### config.mk
export PLATFORM = sky130hd
export DESIGN_NAME = dcache_if_subsystem
export DESIGN_NICKNAME = d
export VERILOG_FILES = /design/src/source/core_if_pkg.sv /design/src/source/dcache_if_pkg.sv /design/src/source/load_port_adapter.sv /design/src/source/store_amo_adapter.sv /design/src/source/dcache_req_arbiter.sv /design/src/source/dcache_if_subsystem.sv
export SDC_FILE = /design/constraint.sdc
export NUM_CORES = 1
export LEC_CHECK = 0
export BUFFER_PORTS_ARGS = -buffer_cell sky130_fd_sc_hd__buf_2
export CORE_AREA = 3 3 294 296
export CTS_CLUSTER_DIAMETER = 150
export CTS_CLUSTER_SIZE = 16
export DETAILED_ROUTE_END_ITERATION = 6
export DIE_AREA = 0 0 297 299
export HOLD_SLACK_MARGIN = 0.08
export SETUP_SLACK_MARGIN = 0.02
export SLEW_MARGIN = 30
export SYNTH_ARGS = -nofsm -noshare
export SYNTH_HDL_FRONTEND = slang
export SYNTH_SLANG_ARGS = --single-unit
export TNS_END_PERCENT = 30
### constraint.sdc
create_clock -name clk_i -period 1.8 [get_ports clk_i]
set_input_delay 0.09 -clock clk_i [delete_from_list [all_inputs] [get_ports clk_i]]
set_output_delay 0.09 -clock clk_i [all_outputs]
set_load 0.01 [all_outputs]
### src/source/core_if_pkg.sv
// ------------------
// Core-side data memory interface types
// Load/store request and reply records
// and the AMO request format of the core
// ------------------
`default_nettype none

package core_if_pkg;

    // AMO operation as issued by the core
    typedef enum logic [3:0] {
        AMO_NONE,
        AMO_LR,
        AMO_SC,
        AMO_SWAP,
        AMO_ADD,
        AMO_AND,
        AMO_OR,
        AMO_XOR,
        AMO_MAX,
        AMO_MAXU,
        AMO_MIN,
        AMO_MINU
    } amo_op_e;

    // Load or store request, held by the core until gnt
    typedef struct packed {
        logic        req;
        logic [31:0] addr;
        logic [63:0] wdata;
        logic [7:0]  be;
        logic [1:0]  size;
        logic [3:0]  id;
    } core_req_t;

    typedef struct packed {
        logic        gnt;
        logic        rvalid;
        logic [63:0] rdata;
        logic [3:0]  rid;
    } core_rsp_t;

    // Address travels in operand_a, operand in operand_b
    typedef struct packed {
        logic        req;
        amo_op_e     op;
        logic [1:0]  size;
        logic [63:0] operand_a;
        logic [63:0] operand_b;
    } amo_req_t;

    typedef struct packed {
        logic        ack;
        logic [63:0] result;
    } amo_rsp_t;

endpackage

`default_nettype wire

### src/source/dcache_if_pkg.sv
// ------------------
// L1 data cache request channel types
// Request/response records, opcodes,
// id widths and reserved transaction ids
// ------------------
`default_nettype none

package dcache_if_pkg;

    localparam int unsigned OffsetWidth = 12;
    localparam int unsigned TagWidth    = 20;
    localparam int unsigned SidWidth    = 1;
    localparam int unsigned TidWidth    = 4;

    typedef logic [SidWidth-1:0] dcache_sid_t;
    typedef logic [TidWidth-1:0] dcache_tid_t;

    // Reserved ids on the store/AMO port
    localparam dcache_tid_t TidAmo   = '1;
    localparam dcache_tid_t TidFlush = '0;

    typedef enum logic [3:0] {
        DCACHE_LOAD,
        DCACHE_STORE,
        DCACHE_AMO_LR,
        DCACHE_AMO_SC,
        DCACHE_AMO_SWAP,
        DCACHE_AMO_ADD,
        DCACHE_AMO_AND,
        DCACHE_AMO_OR,
        DCACHE_AMO_XOR,
        DCACHE_AMO_MAX,
        DCACHE_AMO_MAXU,
        DCACHE_AMO_MIN,
        DCACHE_AMO_MINU,
        DCACHE_FLUSH_ALL
    } dcache_op_e;

    typedef struct packed {
        logic [OffsetWidth-1:0] addr_offset;
        logic [TagWidth-1:0]    addr_tag;
        logic [63:0]            wdata;
        logic [7:0]             be;
        logic [1:0]             size;
        dcache_op_e             op;
        dcache_sid_t            sid;
        dcache_tid_t            tid;
        logic                   need_rsp;
        logic                   uncacheable;
    } dcache_req_t;

    typedef struct packed {
        logic [63:0] rdata;
        dcache_sid_t sid;
        dcache_tid_t tid;
    } dcache_rsp_t;

    // Anything outside [base, base + size) bypasses the cache
    function automatic logic is_uncacheable(input logic [31:0] addr,
                                            input logic [31:0] base,
                                            input logic [31:0] size);
        return !((addr >= base) && ((addr - base) < size));
    endfunction

endpackage

`default_nettype wire

### src/source/load_port_adapter.sv
// ------------------
// Load port adapter
// Core load requests to cache LOAD records,
// cache responses back to the core
// ------------------
`default_nettype none

module load_port_adapter #(
    parameter logic [31:0]               CacheableBase = 32'h8000_0000,
    parameter logic [31:0]               CacheableSize = 32'h4000_0000,
    parameter dcache_if_pkg::dcache_sid_t LoadSid      = 1'b0
) (
    input  wire logic                      clk_i,
    input  wire logic                      rst_ni,
    input  wire core_if_pkg::core_req_t    core_req_i,
    output core_if_pkg::core_rsp_t         core_rsp_o,
    output logic                           req_valid_o,
    input  wire logic                      req_ready_i,
    output dcache_if_pkg::dcache_req_t     req_o,
    input  wire logic                      rsp_valid_i,
    input  wire dcache_if_pkg::dcache_rsp_t rsp_i
);
    import dcache_if_pkg::*;

    assign req_valid_o = core_req_i.req;

    assign req_o = '{
        addr_offset: core_req_i.addr[OffsetWidth-1:0],
        addr_tag:    core_req_i.addr[OffsetWidth +: TagWidth],
        wdata:       '0,
        be:          core_req_i.be,
        size:        core_req_i.size,
        op:          DCACHE_LOAD,
        sid:         LoadSid,
        tid:         core_req_i.id,
        need_rsp:    1'b1,
        uncacheable: is_uncacheable(core_req_i.addr, CacheableBase, CacheableSize)
    };

    // Ready from the arbiter already includes the port grant
    assign core_rsp_o.gnt    = req_ready_i;
    assign core_rsp_o.rvalid = rsp_valid_i;
    assign core_rsp_o.rdata  = rsp_i.rdata;
    assign core_rsp_o.rid    = rsp_i.tid;

    // TidAmo is owned by the store/AMO port
    load_id_not_amo_a: assert property (@(posedge clk_i) disable iff (!rst_ni)
        core_req_i.req |-> core_req_i.id != TidAmo)
        else $error("load id collides with the reserved AMO tid");

endmodule

`default_nettype wire

### src/source/store_amo_adapter.sv
// ------------------
// Store/AMO port adapter
// Stores, word/doubleword AMOs and flush-all
// onto one cache request, with AMO tracking
// and a flush FSM on the response side
// ------------------
`default_nettype none

module store_amo_adapter #(
    parameter logic [31:0]               CacheableBase = 32'h8000_0000,
    parameter logic [31:0]               CacheableSize = 32'h4000_0000,
    parameter dcache_if_pkg::dcache_sid_t StoreSid     = 1'b1
) (
    input  wire logic                      clk_i,
    input  wire logic                      rst_ni,
    input  wire core_if_pkg::core_req_t    core_req_i,
    output core_if_pkg::core_rsp_t         core_rsp_o,
    input  wire core_if_pkg::amo_req_t     amo_req_i,
    output core_if_pkg::amo_rsp_t          amo_rsp_o,
    input  wire logic                      flush_i,
    output logic                           flush_ack_o,
    output logic                           req_valid_o,
    input  wire logic                      req_ready_i,
    output dcache_if_pkg::dcache_req_t     req_o,
    input  wire logic                      rsp_valid_i,
    input  wire dcache_if_pkg::dcache_rsp_t rsp_i
);
    import core_if_pkg::*;
    import dcache_if_pkg::*;

    typedef enum logic [0:0] {
        FLUSH_IDLE,
        FLUSH_PEND
    } flush_state_e;

    flush_state_e flush_state_q, flush_state_d;
    logic         amo_pending_q;
    logic         amo_fwd, store_fwd, flush_fwd;
    logic         amo_is_word, amo_hi;
    logic [31:0]  amo_addr;
    logic [31:0]  amo_rsp_word;
    logic         flush_rsp;
    dcache_op_e   amo_op;
    dcache_req_t  amo_req, store_req, flush_req;

    // AMO first unless one is already in flight, then store, then flush
    assign amo_fwd   = amo_req_i.req && !amo_pending_q;
    assign store_fwd = core_req_i.req && !amo_fwd;
    assign flush_fwd = flush_i && (flush_state_q == FLUSH_IDLE)
                       && !amo_fwd && !core_req_i.req;

    assign amo_addr    = amo_req_i.operand_a[31:0];
    assign amo_is_word = (amo_req_i.size == 2'b10);
    assign amo_hi      = amo_addr[2];

    always_comb begin
        case (amo_req_i.op)
            AMO_LR:   amo_op = DCACHE_AMO_LR;
            AMO_SC:   amo_op = DCACHE_AMO_SC;
            AMO_SWAP: amo_op = DCACHE_AMO_SWAP;
            AMO_ADD:  amo_op = DCACHE_AMO_ADD;
            AMO_AND:  amo_op = DCACHE_AMO_AND;
            AMO_OR:   amo_op = DCACHE_AMO_OR;
            AMO_XOR:  amo_op = DCACHE_AMO_XOR;
            AMO_MAX:  amo_op = DCACHE_AMO_MAX;
            AMO_MAXU: amo_op = DCACHE_AMO_MAXU;
            AMO_MIN:  amo_op = DCACHE_AMO_MIN;
            AMO_MINU: amo_op = DCACHE_AMO_MINU;
            default:  amo_op = DCACHE_LOAD;
        endcase
    end

    // Word operand is duplicated, be picks the half
    assign amo_req = '{
        addr_offset: amo_addr[OffsetWidth-1:0],
        addr_tag:    amo_addr[OffsetWidth +: TagWidth],
        wdata:       amo_is_word ? {2{amo_req_i.operand_b[31:0]}} : amo_req_i.operand_b,
        be:          amo_is_word ? (amo_hi ? 8'hf0 : 8'h0f) : 8'hff,
        size:        amo_req_i.size,
        op:          amo_op,
        sid:         StoreSid,
        tid:         TidAmo,
        need_rsp:    1'b1,
        uncacheable: is_uncacheable(amo_addr, CacheableBase, CacheableSize)
    };

    assign store_req = '{
        addr_offset: core_req_i.addr[OffsetWidth-1:0],
        addr_tag:    core_req_i.addr[OffsetWidth +: TagWidth],
        wdata:       core_req_i.wdata,
        be:          core_req_i.be,
        size:        core_req_i.size,
        op:          DCACHE_STORE,
        sid:         StoreSid,
        tid:         TidFlush,
        need_rsp:    1'b0,
        uncacheable: is_uncacheable(core_req_i.addr, CacheableBase, CacheableSize)
    };

    assign flush_req = '{
        op:      DCACHE_FLUSH_ALL,
        sid:     StoreSid,
        tid:     TidFlush,
        need_rsp: 1'b1,
        default: '0
    };

    assign req_valid_o = amo_fwd || store_fwd || flush_fwd;
    assign req_o       = amo_fwd ? amo_req : (store_fwd ? store_req : flush_req);

    // Flush waits for its own response before acking the core
    assign flush_rsp = rsp_valid_i && (flush_state_q == FLUSH_PEND) && (rsp_i.tid == TidFlush);

    always_comb begin
        flush_state_d = flush_state_q;
        case (flush_state_q)
            FLUSH_IDLE: if (flush_fwd && req_ready_i) flush_state_d = FLUSH_PEND;
            FLUSH_PEND: if (flush_rsp) flush_state_d = FLUSH_IDLE;
            default:    flush_state_d = FLUSH_IDLE;
        endcase
    end

    always_ff @(posedge clk_i or negedge rst_ni) begin
        if (!rst_ni) begin
            flush_state_q <= FLUSH_IDLE;
            amo_pending_q <= 1'b0;
        end else begin
            flush_state_q <= flush_state_d;
            amo_pending_q <= (amo_fwd && req_ready_i) || (amo_pending_q && !amo_rsp_o.ack);
        end
    end

    assign flush_ack_o = flush_rsp;

    // AMO request stays held until ack, so its size and addr still apply here
    assign amo_rsp_word     = amo_hi ? rsp_i.rdata[63:32] : rsp_i.rdata[31:0];
    assign amo_rsp_o.ack    = rsp_valid_i && (rsp_i.tid == TidAmo);
    assign amo_rsp_o.result = amo_is_word ? {{32{amo_rsp_word[31]}}, amo_rsp_word}
                                          : rsp_i.rdata;

    assign core_rsp_o.gnt    = store_fwd && req_ready_i;
    assign core_rsp_o.rvalid = rsp_valid_i && !amo_rsp_o.ack && !flush_rsp;
    assign core_rsp_o.rdata  = rsp_i.rdata;
    assign core_rsp_o.rid    = rsp_i.tid;

    one_source_a: assert property (@(posedge clk_i) disable iff (!rst_ni)
        $onehot0({store_fwd, amo_fwd, flush_fwd}))
        else $error("more than one store/AMO/flush request forwarded");

    // Cache never answers an AMO that was not issued
    amo_ack_pending_a: assert property (@(posedge clk_i) disable iff (!rst_ni)
        amo_rsp_o.ack |-> amo_pending_q)
        else $error("AMO ack without a pending AMO");

endmodule

`default_nettype wire

### src/source/dcache_req_arbiter.sv
// ------------------
// Cache request arbiter
// Fixed priority merge of the load and
// store/AMO ports, responses routed by sid
// ------------------
`default_nettype none

module dcache_req_arbiter #(
    parameter dcache_if_pkg::dcache_sid_t LoadSid  = 1'b0,
    parameter dcache_if_pkg::dcache_sid_t StoreSid = 1'b1
) (
    input  wire logic                       clk_i,
    input  wire logic                       rst_ni,
    input  wire logic                       ld_valid_i,
    input  wire dcache_if_pkg::dcache_req_t ld_req_i,
    output logic                            ld_ready_o,
    input  wire logic                       st_valid_i,
    input  wire dcache_if_pkg::dcache_req_t st_req_i,
    output logic                            st_ready_o,
    output logic                            req_valid_o,
    input  wire logic                       req_ready_i,
    output dcache_if_pkg::dcache_req_t      req_o,
    input  wire logic                       rsp_valid_i,
    input  wire dcache_if_pkg::dcache_rsp_t rsp_i,
    output logic                            ld_rsp_valid_o,
    output logic                            st_rsp_valid_o,
    output dcache_if_pkg::dcache_rsp_t      rsp_o
);

    // Store port always wins
    assign req_valid_o = st_valid_i || ld_valid_i;
    assign req_o       = st_valid_i ? st_req_i : ld_req_i;

    // Ready doubles as the grant, so it only goes to the winner
    assign st_ready_o = req_ready_i && st_valid_i;
    assign ld_ready_o = req_ready_i && ld_valid_i && !st_valid_i;

    // sid was stamped by the adapters on the way out
    assign ld_rsp_valid_o = rsp_valid_i && (rsp_i.sid == LoadSid);
    assign st_rsp_valid_o = rsp_valid_i && (rsp_i.sid == StoreSid);
    assign rsp_o          = rsp_i;

    one_grant_a: assert property (@(posedge clk_i) disable iff (!rst_ni)
        !(ld_ready_o && st_ready_o))
        else $error("both ports granted in one cycle");

    rsp_sid_known_a: assert property (@(posedge clk_i) disable iff (!rst_ni)
        rsp_valid_i |-> (rsp_i.sid == LoadSid) || (rsp_i.sid == StoreSid))
        else $error("response with an unknown sid");

endmodule

`default_nettype wire

### src/source/dcache_if_subsystem.sv
// ------------------
// Data memory interface subsystem
// Load and store/AMO adapters merged onto
// one L1 data cache request channel
// ------------------
`default_nettype none

module dcache_if_subsystem #(
    parameter logic [31:0]               CacheableBase = 32'h8000_0000,
    parameter logic [31:0]               CacheableSize = 32'h4000_0000,
    parameter dcache_if_pkg::dcache_sid_t LoadSid      = 1'b0,
    parameter dcache_if_pkg::dcache_sid_t StoreSid     = 1'b1
) (
    input  wire logic                       clk_i,
    input  wire logic                       rst_ni,
    input  wire core_if_pkg::core_req_t     ld_req_i,
    output core_if_pkg::core_rsp_t          ld_rsp_o,
    input  wire core_if_pkg::core_req_t     st_req_i,
    output core_if_pkg::core_rsp_t          st_rsp_o,
    input  wire core_if_pkg::amo_req_t      amo_req_i,
    output core_if_pkg::amo_rsp_t           amo_rsp_o,
    input  wire logic                       flush_i,
    output logic                            flush_ack_o,
    output logic                            req_valid_o,
    input  wire logic                       req_ready_i,
    output dcache_if_pkg::dcache_req_t      req_o,
    input  wire logic                       rsp_valid_i,
    input  wire dcache_if_pkg::dcache_rsp_t rsp_i
);
    import dcache_if_pkg::*;

    logic        ld_valid, ld_ready, ld_rsp_valid;
    logic        st_valid, st_ready, st_rsp_valid;
    dcache_req_t ld_req, st_req;
    dcache_rsp_t arb_rsp;

    load_port_adapter #(
        .CacheableBase(CacheableBase),
        .CacheableSize(CacheableSize),
        .LoadSid      (LoadSid)
    ) u_load (
        .clk_i      (clk_i),
        .rst_ni     (rst_ni),
        .core_req_i (ld_req_i),
        .core_rsp_o (ld_rsp_o),
        .req_valid_o(ld_valid),
        .req_ready_i(ld_ready),
        .req_o      (ld_req),
        .rsp_valid_i(ld_rsp_valid),
        .rsp_i      (arb_rsp)
    );

    store_amo_adapter #(
        .CacheableBase(CacheableBase),
        .CacheableSize(CacheableSize),
        .StoreSid     (StoreSid)
    ) u_store (
        .clk_i      (clk_i),
        .rst_ni     (rst_ni),
        .core_req_i (st_req_i),
        .core_rsp_o (st_rsp_o),
        .amo_req_i  (amo_req_i),
        .amo_rsp_o  (amo_rsp_o),
        .flush_i    (flush_i),
        .flush_ack_o(flush_ack_o),
        .req_valid_o(st_valid),
        .req_ready_i(st_ready),
        .req_o      (st_req),
        .rsp_valid_i(st_rsp_valid),
        .rsp_i      (arb_rsp)
    );

    dcache_req_arbiter #(
        .LoadSid (LoadSid),
        .StoreSid(StoreSid)
    ) u_arb (
        .clk_i         (clk_i),
        .rst_ni        (rst_ni),
        .ld_valid_i    (ld_valid),
        .ld_req_i      (ld_req),
        .ld_ready_o    (ld_ready),
        .st_valid_i    (st_valid),
        .st_req_i      (st_req),
        .st_ready_o    (st_ready),
        .req_valid_o   (req_valid_o),
        .req_ready_i   (req_ready_i),
        .req_o         (req_o),
        .rsp_valid_i   (rsp_valid_i),
        .rsp_i         (rsp_i),
        .ld_rsp_valid_o(ld_rsp_valid),
        .st_rsp_valid_o(st_rsp_valid),
        .rsp_o         (arb_rsp)
    );

endmodule

`default_nettype wire

==> flow_summary_export.csv <==
group,metric,value,unit
status,outcome,"finished, violations left",
status,violations,"setup timing",
timing,skew,0.000330,ns
cts,cts_tree,"built",
final_layout,final_core_util,10.0,%
route,num_vias,6783,
pwr,peakVddDrop,0.599,mV
pwr,finalPower,0.00444,W
yosys,ys_ff_latch,2,
global_routing,grt_pass1_wl,63400,um
yosys,synth.mux.area_fraction,17.2,%
setup_path,path_max_fanout,8,
yosys,seq_area_frac_synth,1.22,%
setup_path,ff2ff_path_depth,6,
placement,placed_area,7750,um^2
cts,cts_buffers,3,
global_routing,met3_usage,2.50,%
pwr,comb_power_share,90.8,%
timing,rsz0062_at_grt,"true",
pwr,switchingPower,0.00232,W
final_layout,design_area,8410,um^2
cts,clock_path_buffers,2,
timing,fin_crit_sh,102,%
setup_path,cp-start-kind,"flip-flop",
floorplanning,core_area,83800,um^2
final_layout,final_nets,1531,
yosys,syn_inst,584,
timing,setup_violations,18,
route,drcViolationCount,0,
placement,dpl.hpwl,43600,um
final_layout,syn2layout_area_growth,106,%
job,cap_violations,0,
setup_path,critPathKind,"flip-flop to output pin",
floorplanning,die_height,299,um
setup_path,worstPathRequired,1.71,ns
yosys,synth_compound_area_share,22.7,%
yosys,yosysWarnings,0,
timing,period_needed,1.84,ns
setup_path,crit_family,"buffers and inverters",
global_routing,grt-busiest-layer,"met2",
setup_path,crit_slowest_cell,"dfrtp_1",
timing,max-slew-margin-rel,61.9,%
placement,port-buffer-count,654,
placement,gp_congestion,0.872,
cts,clk_pin_slew,0.03,ns
pwr,leakage,4.59,nW
setup_path,r2r_setup_slack,0.33,ns
global_routing,grtUsageTotal,10.6,%
global_routing,use_met2,17.5,%
yosys,synth_enable_flop_cells,0,
final_layout,final_cell_mix,"buf_2 (645), nand2_1 (68), nand3_1 (51)",
yosys,avgSynthCellArea,7.00,um^2
pwr,swShare,52.1,%
yosys,synthAdderAreaFrac,0.918,%
yosys,synthSimpleGateAreaFrac,24.1,%
cts,clock_latency,0.22,ns
timing,hold_violations,0,
route,drt_iter0_markers,416,
setup_path,arrival,1.75,ns
final_layout,num-fill-cells,9880,
cts,cts_num_sinks,2,
route,vias_per_cell,3.03,
yosys,ys_async_sr_fraction,100,%
hold_path,hold_class,"input pin to asynchronous set/reset pin",
setup_path,crit_chain,"buf_4 -> nor2b_4 -> a211oi_4 -> buf_6 -> clkbuf_16 -> a221o_1 -> buf_2",
final_layout,drive_gt1_share,71.1,%
yosys,synth_cell_types,34,
final_layout,final_common_cell,"buf_2",
cts,cts-root-buf,"clkbuf_16",
floorplanning,fp.dieW,297,um
route,drtAntennaViolNets,0,
floorplanning,core.rowCount,106,
timing,final-max-slew-violation-count,0,
setup_path,end_kind,"output pin",
global_routing,grt_pass1_vias,6706,
setup_path,reg2reg_to,"u_store.flush_state_q$_DFF_PN0_",
timing,fin_setup_tns,-0.348,ns
route,postRouteWirelength,50700,um
pwr,power_density,528,nW/um^2
yosys,synth-main-ff-cell,"dfrtp_1",
timing,fmax,543,MHz
global_routing,grt_antenna_before_repair,34,
yosys,syn_nets,1018,
route,firstDrtPassIters,4,
route,wire_per_inst,22.6,um
placement,place_ws,0.153,ns
yosys,synth_area,4090,um^2
floorplanning,initial_utilization,4.88,%
floorplanning,io_pins,755,
floorplanning,dieArea,88800,um^2
setup_path,critPathMaxStageDelay,0.37,ns
global_routing,grt_start_max_net_pins,64,
timing,worstMarginPinSlew,0.571,ns
pwr,pwr-share-seq,1.5,%
global_routing,grt_overflow,0,
setup_path,r2r-start,"u_store.amo_pending_q$_DFF_PN0_",
pwr,clock_power_share,7.8,%
yosys,synth_top_family_by_area,"buffers and inverters",
yosys,yosys.area_share.xor_xnor,0,%
cts,htree_levels,1,
timing,fin_ws,-0.0402,ns
global_routing,grt_use_met1,14.0,%
setup_path,worst-path-buf-inv,4,
pwr,power.internal,0.00213,W
[metal layers]
layer	share of wire, %	wire length [um]
met5	0.13	65
met4	2.3	1150
met2	45	22800
met1	43	22000
met3	9.1	4630
[how the worst max path moves through the flow]
| stage | from | end | slack [ns] | cells after the start |
|---|---|---|---|---|
| detailed placement | u_store.amo_pending_q$_DFF_PN0_ | req_o[66] | 0.15 | 6 |
| global placement | rsp_i[36] | amo_rsp_o[40] | -0.02 | 5 |
| CTS | u_store.amo_pending_q$_DFF_PN0_ | req_o[11] | -0.06 | 6 |
| global route | u_store.amo_pending_q$_DFF_PN0_ | req_o[108] | -0.07 | 7 |
| finish | u_store.amo_pending_q$_DFF_PN0_ | req_o[92] | -0.04 | 7 |
| floorplan | u_store.amo_pending_q$_DFF_PN0_ | req_o[8] | 0.37 | 5 |
[area by class of cell]
type | count | area, um^2 | area share, %
timing repair buffer | 700 | 3970 | 47.2
clock buffer | 3 | 75.1 | 0.892
antenna | 12 | 30.0 | 0.357
inverter | 4 | 15.0 | 0.178
tap | 1134 | 1420 | 16.9
sequential | 2 | 50.0 | 0.595
multi-input combinational | 386 | 2860 | 34.0
[worst reg2reg max path: stages (launching register included)]
cell	delay (ns)
dfrtp_1	0.37
buf_4	0.15
nor2b_4	0.18
buf_4	0.20
buf_16	0.19
nor3_1	0.08
o22a_1	0.18
[kinds of logic after synthesis]
| logic type | Yosys count |
|---|---|
| mux | 66 |
| simple gates | 197 |
| flops | 2 |
| fa+ha+maj | 3 |
| compound gates | 120 |
| buf+inv | 196 |
[sequential cells by signal, indices dropped and copies added (netlist names)]
| signal | count |
|---|---|
| u_store.flush_state_q | 1 |
| u_store.amo_pending_q | 1 |
[cells in the mapped netlist, types with 5 or more instances]
cell      count  area [um^2]
a21o_1       36          270
a221o_1      42          420
and3_1       36          225
buf_2        22          110
buf_4       146         1100
buf_6        10          113
clkbuf_1     14         52.6
mux2_2       33          372
mux2i_1      33          330
nand2_1      68          255
nand2b_1      7         43.8
nand3_1      64          320
nor2_1        5         18.8
o21ai_0      34          170
[what timing repair did]
item,in CTS,in global routing
pin swaps,12,10
setup endpoints to repair,37,86
endpoints found under the hold margin,2,0
cloned,6,2
buffers inserted,8,7
resized for setup,40,36
hold buffers,1,0
[power by group through the flow]
stage	sequential (W)	combinational, W	clock (W)
after global routing	0.0000670	0.00433	0.000357
final	0.0000661	0.00403	0.000345
after CTS	0.0000645	0.00399	0.000352
after global placement	0.0000736	0.00345	0
after floorplan	0.0000709	0.00188	0
after detailed placement	0.0000736	0.00345	0
[metrics by stage]
step | std cells | hold slack [ns]
after floorplan | 584 | -0.206
after detailed placement | 2205 | -0.122
after global routing | 2235 | 0.196
after CTS | 2223 | 0.170
final | 2241 | 0.172
after global placement | 2204 | -0.123
Power figures use the tool's default switching activity.
